===== src/rtl/fe_pkg.sv =====
package fe_pkg;

    localparam int unsigned XLEN = 32;

    // opcodes seen by predecode
    localparam logic [6:0] OPC_JAL    = 7'b1101111;
    localparam logic [6:0] OPC_JALR   = 7'b1100111;
    localparam logic [6:0] OPC_BRANCH = 7'b1100011;

    // link register
    localparam logic [4:0] REG_RA = 5'd1;

    //////////////////////////////
    // instruction views

    typedef struct packed {
        logic       imm_12;
        logic [5:0] imm_10_5;
        logic [4:0] rs2;
        logic [4:0] rs1;
        logic [2:0] funct3;
        logic [3:0] imm_4_1;
        logic       imm_11;
        logic [6:0] opcode;
    } b_fmt_t;

    typedef struct packed {
        logic       imm_20;
        logic [9:0] imm_10_1;
        logic       imm_11;
        logic [7:0] imm_19_12;
        logic [4:0] rd;
        logic [6:0] opcode;
    } j_fmt_t;

    typedef struct packed {
        logic [11:0] imm;
        logic [4:0]  rs1;
        logic [2:0]  funct3;
        logic [4:0]  rd;
        logic [6:0]  opcode;
    } i_fmt_t;

    typedef union packed {
        b_fmt_t b_fmt;
        j_fmt_t j_fmt;
        i_fmt_t i_fmt;
    } instr_u;

    //////////////////////////////
    // stage and back end traffic

    typedef struct packed {
        logic            valid;
        logic [XLEN-1:0] pc;
        instr_u          instr;
        logic            pred_taken;
        logic [XLEN-1:0] pred_target;
    } fetch_pkt_t;

    typedef struct packed {
        logic            valid;
        logic [XLEN-1:0] pc;
    } redirect_t;

    typedef struct packed {
        logic            valid;
        logic [XLEN-1:0] pc;
        logic            taken;
    } bht_update_t;

endpackage


===== src/rtl/fe_pc_gen.sv =====
`timescale 1ns/1ps

module fe_pc_gen #(
    parameter int unsigned                CREDITS  = 4,
    parameter logic [fe_pkg::XLEN-1:0]    RESET_PC = '0
) (
    input  logic                     clk,
    input  logic                     arst_n_i,

    // back end restart
    input  fe_pkg::redirect_t        redirect_i,

    // from predecode
    input  logic                     pred_redirect_valid_i,
    input  logic [fe_pkg::XLEN-1:0]  pred_target_i,
    input  logic                     squash_refund_i,

    // from decode
    input  logic                     credit_return_i,

    output logic [fe_pkg::XLEN-1:0]  rom_addr_o,
    output logic                     rom_en_o,
    output logic                     issue_valid_o,
    output logic [fe_pkg::XLEN-1:0]  issue_pc_o
);

    import fe_pkg::*;

    localparam int unsigned CW = $clog2(CREDITS + 1);

    logic [XLEN-1:0] pc_q;
    logic [XLEN-1:0] pc_d;
    logic [CW-1:0]   credit_q;
    logic [CW-1:0]   credit_d;
    logic            issue;

    // one fetch per cycle while a decode slot is free
    assign issue = (credit_q != '0);

    assign rom_addr_o    = pc_q;
    assign rom_en_o      = issue;
    assign issue_valid_o = issue;
    assign issue_pc_o    = pc_q;

    //////////////////////////////
    // next pc

    always_comb begin
        pc_d = pc_q;
        if (redirect_i.valid) begin
            pc_d = redirect_i.pc;
        end else if (pred_redirect_valid_i) begin
            pc_d = pred_target_i;
        end else if (issue) begin
            pc_d = pc_q + XLEN'(4);
        end
    end

    //////////////////////////////
    // credits

    // issue, refund and return may all land in one cycle
    always_comb begin
        credit_d = credit_q - CW'(issue) + CW'(squash_refund_i) + CW'(credit_return_i);
    end

    always_ff @(posedge clk or negedge arst_n_i) begin
        if (!arst_n_i) begin
            pc_q     <= RESET_PC;
            credit_q <= CW'(CREDITS);
        end else begin
            pc_q     <= pc_d;
            credit_q <= credit_d;
        end
    end

endmodule


===== src/rtl/fe_predecode.sv =====
`timescale 1ns/1ps

module fe_predecode (
    input  logic                     clk,
    input  logic                     arst_n_i,

    input  logic                     issue_valid_i,
    input  logic [fe_pkg::XLEN-1:0]  issue_pc_i,
    input  fe_pkg::instr_u           rom_data_i,
    input  logic                     redirect_valid_i,

    // side tables
    input  logic                     bht_taken_i,
    input  logic [fe_pkg::XLEN-1:0]  ras_top_i,
    output logic [fe_pkg::XLEN-1:0]  bht_index_pc_o,
    output logic                     ras_push_o,
    output logic                     ras_pop_o,
    output logic [fe_pkg::XLEN-1:0]  ras_push_value_o,

    // back to the address stage
    output logic                     pred_redirect_valid_o,
    output logic [fe_pkg::XLEN-1:0]  pred_target_o,
    output logic                     squash_refund_o,

    output fe_pkg::fetch_pkt_t       fetch_pkt_o
);

    import fe_pkg::*;

    logic            stage_valid_q;
    logic            stage_killed_q;
    logic [XLEN-1:0] stage_pc_q;
    logic            live;
    logic            is_jal;
    logic            is_branch;
    logic            is_ret;
    logic            is_call;
    logic [XLEN-1:0] j_imm;
    logic [XLEN-1:0] b_imm;
    logic [XLEN-1:0] pc_plus4;
    logic            pred_taken;
    logic [XLEN-1:0] pred_target;
    logic            pkt_valid_q;
    logic [XLEN-1:0] pkt_pc_q;
    instr_u          pkt_instr_q;
    logic            pkt_taken_q;
    logic [XLEN-1:0] pkt_target_q;

    // stage entry survives only if nothing younger-killing came along
    assign live            = stage_valid_q & ~stage_killed_q & ~redirect_valid_i;
    assign squash_refund_o = stage_valid_q & (stage_killed_q | redirect_valid_i);

    //////////////////////////////
    // partial decode

    assign is_jal    = (rom_data_i.j_fmt.opcode == OPC_JAL);
    assign is_branch = (rom_data_i.b_fmt.opcode == OPC_BRANCH);
    assign is_ret    = (rom_data_i.i_fmt.opcode == OPC_JALR) &&
                       (rom_data_i.i_fmt.rs1 == REG_RA) && (rom_data_i.i_fmt.rd == '0);
    assign is_call   = (is_jal && rom_data_i.j_fmt.rd == REG_RA) ||
                       ((rom_data_i.i_fmt.opcode == OPC_JALR) && rom_data_i.i_fmt.rd == REG_RA);

    assign j_imm = {{11{rom_data_i.j_fmt.imm_20}}, rom_data_i.j_fmt.imm_20,
                    rom_data_i.j_fmt.imm_19_12, rom_data_i.j_fmt.imm_11,
                    rom_data_i.j_fmt.imm_10_1, 1'b0};
    assign b_imm = {{19{rom_data_i.b_fmt.imm_12}}, rom_data_i.b_fmt.imm_12,
                    rom_data_i.b_fmt.imm_11, rom_data_i.b_fmt.imm_10_5,
                    rom_data_i.b_fmt.imm_4_1, 1'b0};

    assign pc_plus4 = stage_pc_q + XLEN'(4);

    // not taken means fall through to pc + 4
    always_comb begin
        pred_taken  = 1'b0;
        pred_target = pc_plus4;
        if (is_jal) begin
            pred_taken  = 1'b1;
            pred_target = stage_pc_q + j_imm;
        end else if (is_branch && bht_taken_i) begin
            pred_taken  = 1'b1;
            pred_target = stage_pc_q + b_imm;
        end else if (is_ret) begin
            pred_taken  = 1'b1;
            pred_target = ras_top_i;
        end
    end

    assign bht_index_pc_o        = stage_pc_q;
    assign ras_push_o            = live & is_call;
    assign ras_pop_o             = live & is_ret;
    assign ras_push_value_o      = pc_plus4;
    assign pred_redirect_valid_o = live & pred_taken;
    assign pred_target_o         = pred_target;

    //////////////////////////////
    // registers

    always_ff @(posedge clk or negedge arst_n_i) begin
        if (!arst_n_i) begin
            stage_valid_q  <= 1'b0;
            stage_killed_q <= 1'b0;
            pkt_valid_q    <= 1'b0;
        end else begin
            stage_valid_q  <= issue_valid_i;
            stage_killed_q <= redirect_valid_i | pred_redirect_valid_o;
            pkt_valid_q    <= live;
        end
    end

    always_ff @(posedge clk) begin
        stage_pc_q <= issue_pc_i;
        if (live) begin
            pkt_pc_q     <= stage_pc_q;
            pkt_instr_q  <= rom_data_i;
            pkt_taken_q  <= pred_taken;
            pkt_target_q <= pred_target;
        end
    end

    always_comb begin
        fetch_pkt_o.valid       = pkt_valid_q;
        fetch_pkt_o.pc          = pkt_pc_q;
        fetch_pkt_o.instr       = pkt_instr_q;
        fetch_pkt_o.pred_taken  = pkt_taken_q;
        fetch_pkt_o.pred_target = pkt_target_q;
    end

endmodule


===== src/rtl/fe_branch_bht.sv =====
`timescale 1ns/1ps

module fe_branch_bht #(
    parameter int unsigned BHT_ENTRIES = 64
) (
    input  logic                     clk,
    input  logic                     arst_n_i,

    input  logic [fe_pkg::XLEN-1:0]  read_pc_i,
    input  fe_pkg::bht_update_t      update_i,

    output logic                     taken_o
);

    localparam int unsigned IDXW = (BHT_ENTRIES > 1) ? $clog2(BHT_ENTRIES) : 1;

    logic [1:0]      cnt_q [BHT_ENTRIES];
    logic [IDXW-1:0] rd_idx;
    logic [IDXW-1:0] upd_idx;
    logic [1:0]      upd_cur;
    logic [1:0]      upd_next;

    // word aligned pcs, skip bits 1:0
    assign rd_idx  = read_pc_i[IDXW+1:2];
    assign upd_idx = update_i.pc[IDXW+1:2];

    assign taken_o = cnt_q[rd_idx][1];

    // saturating step
    assign upd_cur = cnt_q[upd_idx];
    always_comb begin
        upd_next = upd_cur;
        if (update_i.taken && upd_cur != 2'b11) begin
            upd_next = upd_cur + 2'd1;
        end else if (!update_i.taken && upd_cur != 2'b00) begin
            upd_next = upd_cur - 2'd1;
        end
    end

    // all entries start weakly not taken
    always_ff @(posedge clk or negedge arst_n_i) begin
        if (!arst_n_i) begin
            for (int i = 0; i < BHT_ENTRIES; i++) begin
                cnt_q[i] <= 2'b01;
            end
        end else if (update_i.valid) begin
            cnt_q[upd_idx] <= upd_next;
        end
    end

endmodule


===== src/rtl/fe_ras.sv =====
`timescale 1ns/1ps

module fe_ras #(
    parameter int unsigned RAS_DEPTH = 4
) (
    input  logic                     clk,
    input  logic                     arst_n_i,

    input  logic                     push_i,
    input  logic                     pop_i,
    input  logic [fe_pkg::XLEN-1:0]  push_value_i,

    output logic [fe_pkg::XLEN-1:0]  top_o
);

    import fe_pkg::*;

    localparam int unsigned PW = (RAS_DEPTH > 1) ? $clog2(RAS_DEPTH) : 1;

    logic [XLEN-1:0] stk_q [RAS_DEPTH];
    logic [PW-1:0]   tos_q;
    logic [PW-1:0]   tos_inc;
    logic [PW-1:0]   tos_dec;

    // wrap both ways, oldest entry gets overwritten on overflow
    assign tos_inc = (tos_q == PW'(RAS_DEPTH - 1)) ? '0 : tos_q + 1'b1;
    assign tos_dec = (tos_q == '0) ? PW'(RAS_DEPTH - 1) : tos_q - 1'b1;

    assign top_o = stk_q[tos_q];

    always_ff @(posedge clk or negedge arst_n_i) begin
        if (!arst_n_i) begin
            tos_q <= '0;
            for (int i = 0; i < RAS_DEPTH; i++) begin
                stk_q[i] <= '0;
            end
        end else begin
            case ({push_i, pop_i})
                2'b10: begin
                    tos_q        <= tos_inc;
                    stk_q[tos_inc] <= push_value_i;
                end
                2'b01: begin
                    // empty pop just walks onto a stale slot
                    tos_q <= tos_dec;
                end
                2'b11: begin
                    stk_q[tos_q] <= push_value_i;
                end
                default: begin
                    tos_q <= tos_q;
                end
            endcase
        end
    end

endmodule


===== src/rtl/fetch_frontend.sv =====
`timescale 1ns/1ps

module fetch_frontend #(
    parameter int unsigned                CREDITS     = 4,
    parameter int unsigned                BHT_ENTRIES = 64,
    parameter int unsigned                RAS_DEPTH   = 4,
    parameter logic [fe_pkg::XLEN-1:0]    RESET_PC    = '0
) (
    input  logic                     clk,
    input  logic                     arst_n_i,

    // instruction ROM
    output logic [fe_pkg::XLEN-1:0]  rom_addr_o,
    output logic                     rom_en_o,
    input  fe_pkg::instr_u           rom_data_i,

    // decode
    output fe_pkg::fetch_pkt_t       fetch_pkt_o,
    input  logic                     credit_return_i,

    // back end
    input  fe_pkg::redirect_t        redirect_i,
    input  fe_pkg::bht_update_t      bht_update_i
);

    import fe_pkg::*;

    logic            issue_valid;
    logic [XLEN-1:0] issue_pc;
    logic            pred_redirect_valid;
    logic [XLEN-1:0] pred_target;
    logic            squash_refund;
    logic [XLEN-1:0] bht_index_pc;
    logic            bht_taken;
    logic            ras_push;
    logic            ras_pop;
    logic [XLEN-1:0] ras_push_value;
    logic [XLEN-1:0] ras_top;

    //////////////////////////////
    // address stage

    fe_pc_gen #(
        .CREDITS  (CREDITS),
        .RESET_PC (RESET_PC)
    ) fe_pc_gen_i (
        .clk                   (clk),
        .arst_n_i              (arst_n_i),
        .redirect_i            (redirect_i),
        .pred_redirect_valid_i (pred_redirect_valid),
        .pred_target_i         (pred_target),
        .squash_refund_i       (squash_refund),
        .credit_return_i       (credit_return_i),
        .rom_addr_o            (rom_addr_o),
        .rom_en_o              (rom_en_o),
        .issue_valid_o         (issue_valid),
        .issue_pc_o            (issue_pc)
    );

    //////////////////////////////
    // predecode stage

    fe_predecode fe_predecode_i (
        .clk                   (clk),
        .arst_n_i              (arst_n_i),
        .issue_valid_i         (issue_valid),
        .issue_pc_i            (issue_pc),
        .rom_data_i            (rom_data_i),
        .redirect_valid_i      (redirect_i.valid),
        .bht_taken_i           (bht_taken),
        .ras_top_i             (ras_top),
        .bht_index_pc_o        (bht_index_pc),
        .ras_push_o            (ras_push),
        .ras_pop_o             (ras_pop),
        .ras_push_value_o      (ras_push_value),
        .pred_redirect_valid_o (pred_redirect_valid),
        .pred_target_o         (pred_target),
        .squash_refund_o       (squash_refund),
        .fetch_pkt_o           (fetch_pkt_o)
    );

    // side tables
    fe_branch_bht #(
        .BHT_ENTRIES (BHT_ENTRIES)
    ) fe_branch_bht_i (
        .clk       (clk),
        .arst_n_i  (arst_n_i),
        .read_pc_i (bht_index_pc),
        .update_i  (bht_update_i),
        .taken_o   (bht_taken)
    );

    fe_ras #(
        .RAS_DEPTH (RAS_DEPTH)
    ) fe_ras_i (
        .clk          (clk),
        .arst_n_i     (arst_n_i),
        .push_i       (ras_push),
        .pop_i        (ras_pop),
        .push_value_i (ras_push_value),
        .top_o        (ras_top)
    );

endmodule


===== config.mk =====
export PLATFORM = sky130hd
export DESIGN_NAME = fetch_frontend
export DESIGN_NICKNAME = d
export VERILOG_FILES = /design/src/rtl/fe_pkg.sv /design/src/rtl/fe_pc_gen.sv /design/src/rtl/fe_predecode.sv /design/src/rtl/fe_branch_bht.sv /design/src/rtl/fe_ras.sv /design/src/rtl/fetch_frontend.sv
export SDC_FILE = /design/constraint.sdc
export NUM_CORES = 1
export LEC_CHECK = 0
export BUFFER_PORTS_ARGS = -buffer_cell sky130_fd_sc_hd__buf_2
export CORE_ASPECT_RATIO = 1.5
export CORE_MARGIN = 4
export CORE_UTILIZATION = 55
export DETAILED_ROUTE_END_ITERATION = 12
export MAX_ROUTING_LAYER = met4
export PLACE_DENSITY_LB_ADDON = 0.1
export RECOVER_POWER = 25
export SETUP_SLACK_MARGIN = 0.15
export SLEW_MARGIN = 20
export SYNTH_ARGS = -nofsm -noshare
export SYNTH_HDL_FRONTEND = slang
export SYNTH_HIERARCHICAL = 1
export SYNTH_SLANG_ARGS = --single-unit

===== constraint.sdc =====
create_clock -name clk -period 12.35 [get_ports clk]
set_input_delay 2.47 -clock clk [delete_from_list [all_inputs] [get_ports clk]]
set_output_delay 2.47 -clock clk [all_outputs]
set_load 0.05 [all_outputs]

==> flow_summary.ini, run 1 <==
[worst_hold_path]
hp-start = fe_pc_gen_i/issue_pc_o[0]
min_path_type = flip-flop to flip-flop

[cells_and_area]
layout_commonest_cell = nor2_1
nFillCells = 3480
layout.cells.non_filler = 2812
nets = 2380
drive_above_1_share_pct = 25.7
multi_input_area_um2 = 11000
seq_area_um2 = 11000
design_area_um2 = 25500
final_cell_mix = nor2_1, dfrtp_1, a21oi_1, buf_2, mux2_2
areaGrowthSynthToFinish_pct = 10.7

[timing]
fin_tns_setup_ns = 0
relSlewSlack_pct = -248
post-route-period-util_pct = 60.1
setup_ws_ns = 4.92
hold_viol = 0
timing.fmax_mhz = 135
setup_viol = 0
rsz0062_at_grt = no
tightest_slew_ns = 5.22
drv_slew = 135
finalClockSkew_ns = 0.0263
period_minus_slack_ns = 7.43
fin_hold_ws_ns = 0.391

[detailed_routing]
ant_nets = 0
via_count = 17400
drt_wl_total_um = 67400
routed_via_density = 6.20
first_iter_violations = 1711
wire_per_inst_um = 24.0
drcViolationCount = 0
firstDrtPassIters = 6

[worst_setup_path]
cp-start-kind = input port
setup.worst_path.class = input port to asynchronous set/reset pin
end_kind = asynchronous set/reset pin
worstPathArrival_ns = 8.01
path_max_fanout = 86
cp.required_ns = 12.94
timing.rr.start = fe_predecode_i/bht_index_pc_o[2]
critical_path.startpoint = arst_n_i

[die]
die_width_um = 175
dieArea_um2 = 45200
fp.dieH_um = 259
coreArea_um2 = 41200
placementRows = 91
ios = 233
initial_core_util_pct = 55.8

[cts]
clkTransAtPathRegs_ns = 0.06
cts_max_path_buffers = 3
cts_root_buffer = clkbuf_16
insertion_delay_ns = 0.57
cts_tree = built
cts-resized-gates = 0
cts_num_sinks = 425
cts_setup_buffers = 0
htree_levels = 2
cts-hold-fix-buffers = 0
cts_made_buffers = 42

[yosys]
synth-edff-count = 97
netlist_instances = 2087
ys_seq_area_share_pct = 48.0
syn_area_um2 = 23000
syn-num-nets = 2248
ys_seq_elements = 425
synthFlopType = dfrtp_1
ys_types = 97
syn_avg_cell_area_um2 = 11.0
ys_warn_count = 6
async_flop_share_pct = 69.6

[pwr]
p_leak_nw = 10.8
ir_drop_v = 0.000170
p_per_area_nw_per_um2 = 181

[status]
violations = capacitance limit, slew limit
status = finished with violations

[global_routing]
grt_first_pass_wirelength_um = 103000
overflow = 0
grt_pass1_vias = 17500
antenna_found_initial = 2
grt_usage_pct = 30.2
grt_max_degree = 87

[placement]
place_inst = 2733
place_ws_ns = 5.14
dpl_cell_area_um2 = 24100
numPortBuffers = 206
dp_hpwl_um = 47300
place_congestion = 0.954

[flow_run]
max_cap_violations = 3
area by class of cell:
type | instances | share of cell area, %
Inverter | 37 | 0.545
Timing Repair Buffer | 233 | 4.66
Multi-Input combinational cell | 1480 | 43.0
Clock buffer | 57 | 4.59
Sequential cell | 425 | 43.3
Antenna cell | 1 | 0.00982
Clock inverter | 21 | 1.10
Tap cell | 558 | 2.74
worst max-delay path, stage by stage:
cell and delay (ns):
clkbuf_1 3.57, buf_4 1.08, buf_4 0.79
metal layers:
metal | global-route usage (%) | share of wire, % | up-vias
met5 | - | 0 | -
met4 | 14.1 | 5.3 | 0
met3 | 4.42 | 6.3 | 200
met2 | 51.9 | 51 | 693
met1 | 34.9 | 38 | 8599
li1 | - | - | 7955
Yosys cell counts, types with 32 or more instances:
library cell | count | area share [%]
dfrtp_1 | 231 | 25
nand3_1 | 38 | 0.83
mux2i_1 | 36 | 1.6
nand2_1 | 109 | 1.8
dfxtp_1 | 32 | 2.8
mux2_2 | 116 | 5.7
o21ai_0 | 74 | 1.6
buf_4 | 48 | 1.6
inv_1 | 35 | 0.57
clkbuf_1 | 44 | 0.72
ha_1 | 56 | 3.0
nor2_1 | 272 | 4.4
xnor2_1 | 47 | 1.8
a21oi_1 | 211 | 4.6
edfxtp_1 | 97 | 13
dfstp_2 | 65 | 7.4
mux4_2 | 58 | 5.7
registers in the layout, indices dropped and copies added, names as in the netlist:
signal	cells
fe_branch_bht_i/cnt_q	128
fe_pc_gen_i/credit_q	3
fe_pc_gen_i/issue_pc_o	32
fe_predecode_i/bht_index_pc_o	32
fe_predecode_i/pkt_instr_q	32
fe_predecode_i/pkt_pc_q	32
fe_predecode_i/pkt_taken_q	1
fe_predecode_i/pkt_target_q	32
fe_predecode_i/pkt_valid_q	1
fe_predecode_i/stage_killed_q	1
fe_predecode_i/stage_valid_q	1
fe_ras_i/stk_q	128
fe_ras_i/tos_q	2
path summary, 6_finish.rpt:
check	to	slack (ns)	cells past startpoint
max in group clk	fe_pc_gen_i/issue_pc_o[31]	5.59	14
min reg2reg	fe_predecode_i/bht_index_pc_o[0]	0.39	0
min in group asynchronous	fe_ras_i/stk_q[77]	3.81	1
max reg2reg	fe_pc_gen_i/issue_pc_o[31]	5.59	14
min	fe_predecode_i/bht_index_pc_o[0]	0.39	0
max	fe_branch_bht_i/cnt_q[127]	4.92	3
stage by stage:
stage / util, % / power (mW)
finish: 61.8 / 4.61
global route: 61.8 / 4.82
CTS: 61.9 / 4.63
detailed placement: 58.4 / 3.27
global placement: 58.4 / 3.24
floorplan: - / 2.88
power breakdown:
| part | switching [mW] | internal [mW] | total [mW] | leakage, nW |
|---|---|---|---|---|
| Sequential | 0.192 | 1.67 | 1.86 | 4.90 |
| Combinational | 0.928 | 0.463 | 1.39 | 5.19 |
| Clock | 0.564 | 0.795 | 1.36 | 0.702 |
| Total | 1.68 | 2.93 | 4.61 | 10.8 |
cell families (layout without fill, tap and decap cells):
logic type,count (synthesis),count (layout),synth area share (%)
AND/OR/NAND/NOR,587,587,12.2
AO/OA/AOI/OAI,528,528,14.7
flip-flops,425,425,48.0
multiplexers,230,230,14.1
buffers and inverters,182,348,4.60
XOR/XNOR,76,76,3.06
adder cells (fa/ha/maj),59,59,3.31
other,0,1,0
(Power assumes the default switching activity.)
==> run 2: changes to the inputs <==
==> constraint.sdc (replaced) <==
create_clock -name clk -period 7 [get_ports clk]
set_input_delay 1.4 -clock clk [delete_from_list [all_inputs] [get_ports clk]]
set_output_delay 1.4 -clock clk [all_outputs]
set_load 0.05 [all_outputs]
==> flow_summary.ini, run 2 (synthesis results as in run 1) <==
[detailed_routing]
routed_via_density = 6.19
drt_wl_total_um = 67700
ant_nets = 0
first_iter_violations = 1606
via_count = 17400
drcViolationCount = 0
firstDrtPassIters = 5
wire_per_inst_um = 24.0

[timing]
period_minus_slack_ns = 5.02
finalClockSkew_ns = 0.0161
timing.fmax_mhz = 199
post-route-period-util_pct = 71.7
fin_tns_setup_ns = 0
tightest_slew_ns = 3.93
setup_viol = 0
drv_slew = 73
rsz0062_at_grt = no
relSlewSlack_pct = -162
hold_viol = 0
fin_hold_ws_ns = 0.398

[die]
die_width_um = 175
coreArea_um2 = 41200
placementRows = 91
fp.dieH_um = 259
dieArea_um2 = 45200
ios = 233
initial_core_util_pct = 55.8

[worst_setup_path]
cp-start-kind = flip-flop
cp_common_cell = mux4_2
max_stage_delay_ns = 0.78
path_max_fanout = 24
rrSetupSlack_ns = 1.98
cp.required_ns = 7.44
end_kind = flip-flop
reg2reg_to = fe_pc_gen_i/issue_pc_o[31]
cp_slowest_cell = dfxtp_1
timing.rr.start = fe_predecode_i/bht_index_pc_o[3]
worstPathArrival_ns = 5.46
setup.worst_path.class = flip-flop to flip-flop
crit_chain = buf_4 -> mux4_2 -> mux4_2 -> mux4_2 -> and3_1 -> nor2_2 -> nand2_1 -> and2_2 -> or2_2 -> nor2_4 -> nor3_1 -> a221o_1
ff2ff_path_depth = 12

[cells_and_area]
post-route-util_pct = 61.9
layout_commonest_cell = nor2_1
drive_above_1_share_pct = 26.0
nFillCells = 3466
largest_registers = fe_branch_bht_i/cnt_q: 128 flops, fe_ras_i/stk_q: 128 flops
final_cell_mix = nor2_1, dfrtp_1, a21oi_1, buf_2, mux2_2
n_antenna_cell = 0
nets = 2386
layout.cells.non_filler = 2816
areaGrowthSynthToFinish_pct = 10.9

[placement]
place_inst = 2739
dp_hpwl_um = 48200
place_congestion = 0.928
numPortBuffers = 206

[cts]
cts_max_path_buffers = 3
insertion_delay_ns = 0.56
cts_tree = built
cts_setup_buffers = 0
cts-resized-gates = 0
htree_levels = 2
cts_made_buffers = 42
cts_num_sinks = 425
clkTransAtPathRegs_ns = 0.07
cts_root_buffer = clkbuf_16
cts-hold-fix-buffers = 0

[global_routing]
grt_usage_pct = 30.3
grt_pass1_vias = 17600
grt_first_pass_wirelength_um = 104000
antenna_found_initial = 0
overflow = 0
grt_max_degree = 158

[status]
status = finished with violations
violations = capacitance limit, slew limit

[worst_hold_path]
hp-start = fe_pc_gen_i/issue_pc_o[1]
min_path_type = flip-flop to flip-flop
whs_endpoint = fe_predecode_i/bht_index_pc_o[1]
hold_depth = 0

[pwr]
ir_drop_v = 0.000366
report.power.total_mw = 8.08
p_per_area_nw_per_um2 = 317
p_leak_nw = 10.8

[flow_run]
max_cap_violations = 1
## run 2: cell types whose count changed in the layout (fill, tap and decap cells not counted)
cell       previous run  this run
buf_2               174       173
buf_12                0         2
inv_4                 0         1
bufinv_16             6         3
buf_4                23        30
clkbuf_16            43        45
diode_2               1         0
clkinv_8              1         0
clkinv_2              7         8
clkbuf_8              4         6
buf_6                 1         0
clkbuf_1             45        41
## run 2: worst max-delay path by stage
stage / slack [ns] / to / from
final: 1.98 / fe_pc_gen_i/issue_pc_o[31] / fe_predecode_i/bht_index_pc_o[3]
after global routing: 1.41 / fe_ras_i/tos_q[0] / arst_n_i
after CTS: 1.98 / fe_pc_gen_i/issue_pc_o[29] / fe_predecode_i/bht_index_pc_o[3]
after detailed placement: 1.52 / fe_branch_bht_i/cnt_q[30] / bht_update_i[3]
after global placement: 1.56 / fe_pc_gen_i/issue_pc_o[29] / rom_data_i[21]
after floorplan: 1.40 / fe_ras_i/stk_q[107] / redirect_i[32]
## run 2: stage by stage
step,instance area (um2),setup slack (ns)
2_1_floorplan,23000,1.40
3_3_place_gp,24200,1.56
3_5_place_dp,24200,1.52
4_1_cts,25600,1.98
5_1_grt,25500,1.41
6_report,25500,1.98
## run 2: layout make-up
cell class	count	area, um2	area share [%]
inverters	37	139	0.544
multi-input cells	1480	11000	42.9
flip-flops and latches	425	11000	43.3
clock buffers	58	1230	4.84
well taps	558	698	2.74
clock inverters	19	184	0.721
repair buffers	239	1260	4.93
## run 2: power by group
group,total [mW],switching (mW),leakage [nW],internal (mW)
Clock,2.33,0.980,0.697,1.35
Sequential,3.31,0.357,4.90,2.95
Combinational,2.44,1.61,5.23,0.831
## run 2: layer usage
layer	vias to the layer above	global-route usage, %	part of all wire (%)
li1	7971	-	-
met1	8607	35.5	38
met2	655	51.6	51
met3	194	4.36	5.8
met4	0	14.5	5.5
met5	-	-	0
## run 2: worst max-delay path: cells and delay by family (launching register included)
family,cells,cell delay (ns)
AOI/OAI and AO/OA,1,0.33
DFF,1,0.78
buffers and inverters,1,0.40
and+or+nand+nor,7,1.87
muxes,3,1.48
==> run 3: changes to the inputs <==
==> constraint.sdc (replaced) <==
create_clock -name clk -period 4.9 [get_ports clk]
set_input_delay 0.98 -clock clk [delete_from_list [all_inputs] [get_ports clk]]
set_output_delay 0.98 -clock clk [all_outputs]
set_load 0.05 [all_outputs]
==> flow_summary.ini, run 3 (synthesis results as in run 1) <==
[die]
die_width_um = 175
fp.dieH_um = 259
initial_core_util_pct = 55.8
ios = 233
dieArea_um2 = 45200
placementRows = 91
coreArea_um2 = 41200

[global_routing]
grt_pass1_vias = 17600
antenna_found_initial = 0
overflow = 0
grt_max_degree = 119
grt_first_pass_wirelength_um = 104000
grt_usage_pct = 30.4

[cells_and_area]
layout_commonest_cell = nor2_1
design_area_um2 = 25700
largest_registers = fe_branch_bht_i/cnt_q: 128 flops, fe_ras_i/stk_q: 128 flops
nFillCells = 3441
layout.cells.non_filler = 2847
areaGrowthSynthToFinish_pct = 11.8
final_cell_mix = nor2_1, dfrtp_1, a21oi_1, buf_2, mux2_2
nets = 2417
n_antenna_cell = 0
post-route-util_pct = 62.5
drive_above_1_share_pct = 27.0

[cts]
cts_num_sinks = 425
cts_made_buffers = 41
cts_root_buffer = clkbuf_16
insertion_delay_ns = 0.57
cts_tree = built
cts_max_path_buffers = 3
clkTransAtPathRegs_ns = 0.06
cts_setup_buffers = 0
cts-hold-fix-buffers = 0
cts-resized-gates = 0
htree_levels = 2

[worst_setup_path]
path_max_fanout = 24
cpLargestDelayFamily = multiplexers
cp-start-kind = flip-flop
setup.worst_path.class = flip-flop to flip-flop
end_kind = flip-flop
rrSetupSlack_ns = 0.53
cp.required_ns = 5.33
cp_common_cell = mux4_2
cp_slowest_cell = mux4_2
timing.critical_path.buf_inv = 1
crit_chain = buf_12 -> mux4_2 -> mux4_2 -> mux4_2 -> and3_1 -> nor2_2 -> nand2_1 -> and2_2 -> or2_2 -> nor2_4 -> nor3_1 -> a221o_1
worstPathArrival_ns = 4.80
max_stage_delay_ns = 0.57

[flow_run]
max_cap_violations = 1

[placement]
place_congestion = 0.924
dpl_cell_area_um2 = 24500
dp_hpwl_um = 49600
numPortBuffers = 206
place_ws_ns = 0.409
place_inst = 2771

[timing]
drv_slew = 118
hold_viol = 0
fin_hold_ws_ns = 0.410
finalClockSkew_ns = 0.0224
setup_viol = 0
timing.fmax_mhz = 229
post-route-period-util_pct = 89.1
tightest_slew_ns = 3.20
fin_tns_setup_ns = 0
rsz0062_at_grt = no
setup_ws_ns = 0.534
relSlewSlack_pct = -114
period_minus_slack_ns = 4.37

[detailed_routing]
via_count = 17600
first_iter_violations = 1441
drt_wl_total_um = 67800
firstDrtPassIters = 6
ant_nets = 0
routed_via_density = 6.19
drcViolationCount = 0
wire_per_inst_um = 23.8

[status]
violations = capacitance limit, slew limit
status = finished with violations

[pwr]
p_leak_nw = 11.0
ir_drop_v = 0.000366
report.power.total_mw = 11.5
p_per_area_nw_per_um2 = 445

[worst_hold_path]
min_path_type = flip-flop to flip-flop
run 3: cell types whose count changed in the layout (fill, tap and decap cells not counted), sizes merged:
cell,delta
buf,+30
bufinv,-1
clkinv,+7
clkinvlp,-3
inv,-2
run 3: path summary, 6_finish.rpt:
check / from / endpoint / cells after the start
max: fe_predecode_i/bht_index_pc_o[2] / fe_pc_gen_i/issue_pc_o[31] / 12
min: fe_pc_gen_i/issue_pc_o[1] / fe_predecode_i/bht_index_pc_o[1] / 0
max reg2reg: fe_predecode_i/bht_index_pc_o[2] / fe_pc_gen_i/issue_pc_o[31] / 12
min reg2reg: fe_pc_gen_i/issue_pc_o[1] / fe_predecode_i/bht_index_pc_o[1] / 0
max in group asynchronous: arst_n_i / fe_ras_i/tos_q[0] / 1
min in group asynchronous: arst_n_i / fe_ras_i/stk_q[109] / 1
run 3: report_power, final:
group          switching, mW  internal (mW)  total, mW
Combinational           2.35           1.27       3.63
Clock                   1.37           1.75       3.13
Sequential             0.491           4.22       4.71
run 3: cell type report:
| cell class | instances | area, um2 | share of cell area (%) |
|---|---|---|---|
| Tap cell | 558 | 698 | 2.71 |
| Multi-Input combinational cell | 1480 | 11000 | 42.6 |
| Inverter | 37 | 139 | 0.540 |
| Sequential cell | 425 | 11000 | 42.9 |
| Clock buffer | 56 | 1140 | 4.44 |
| Clock inverter | 20 | 179 | 0.695 |
| Timing Repair Buffer | 271 | 1580 | 6.15 |
run 3: metal layers:
| layer | GRT usage, % | vias to the layer above | share of wire (%) |
|---|---|---|---|
| li1 | - | 8029 | - |
| met1 | 35.2 | 8732 | 37 |
| met2 | 53.8 | 685 | 52 |
| met3 | 3.69 | 173 | 5.8 |
| met4 | 12.1 | 0 | 4.8 |
| met5 | - | - | 0 |
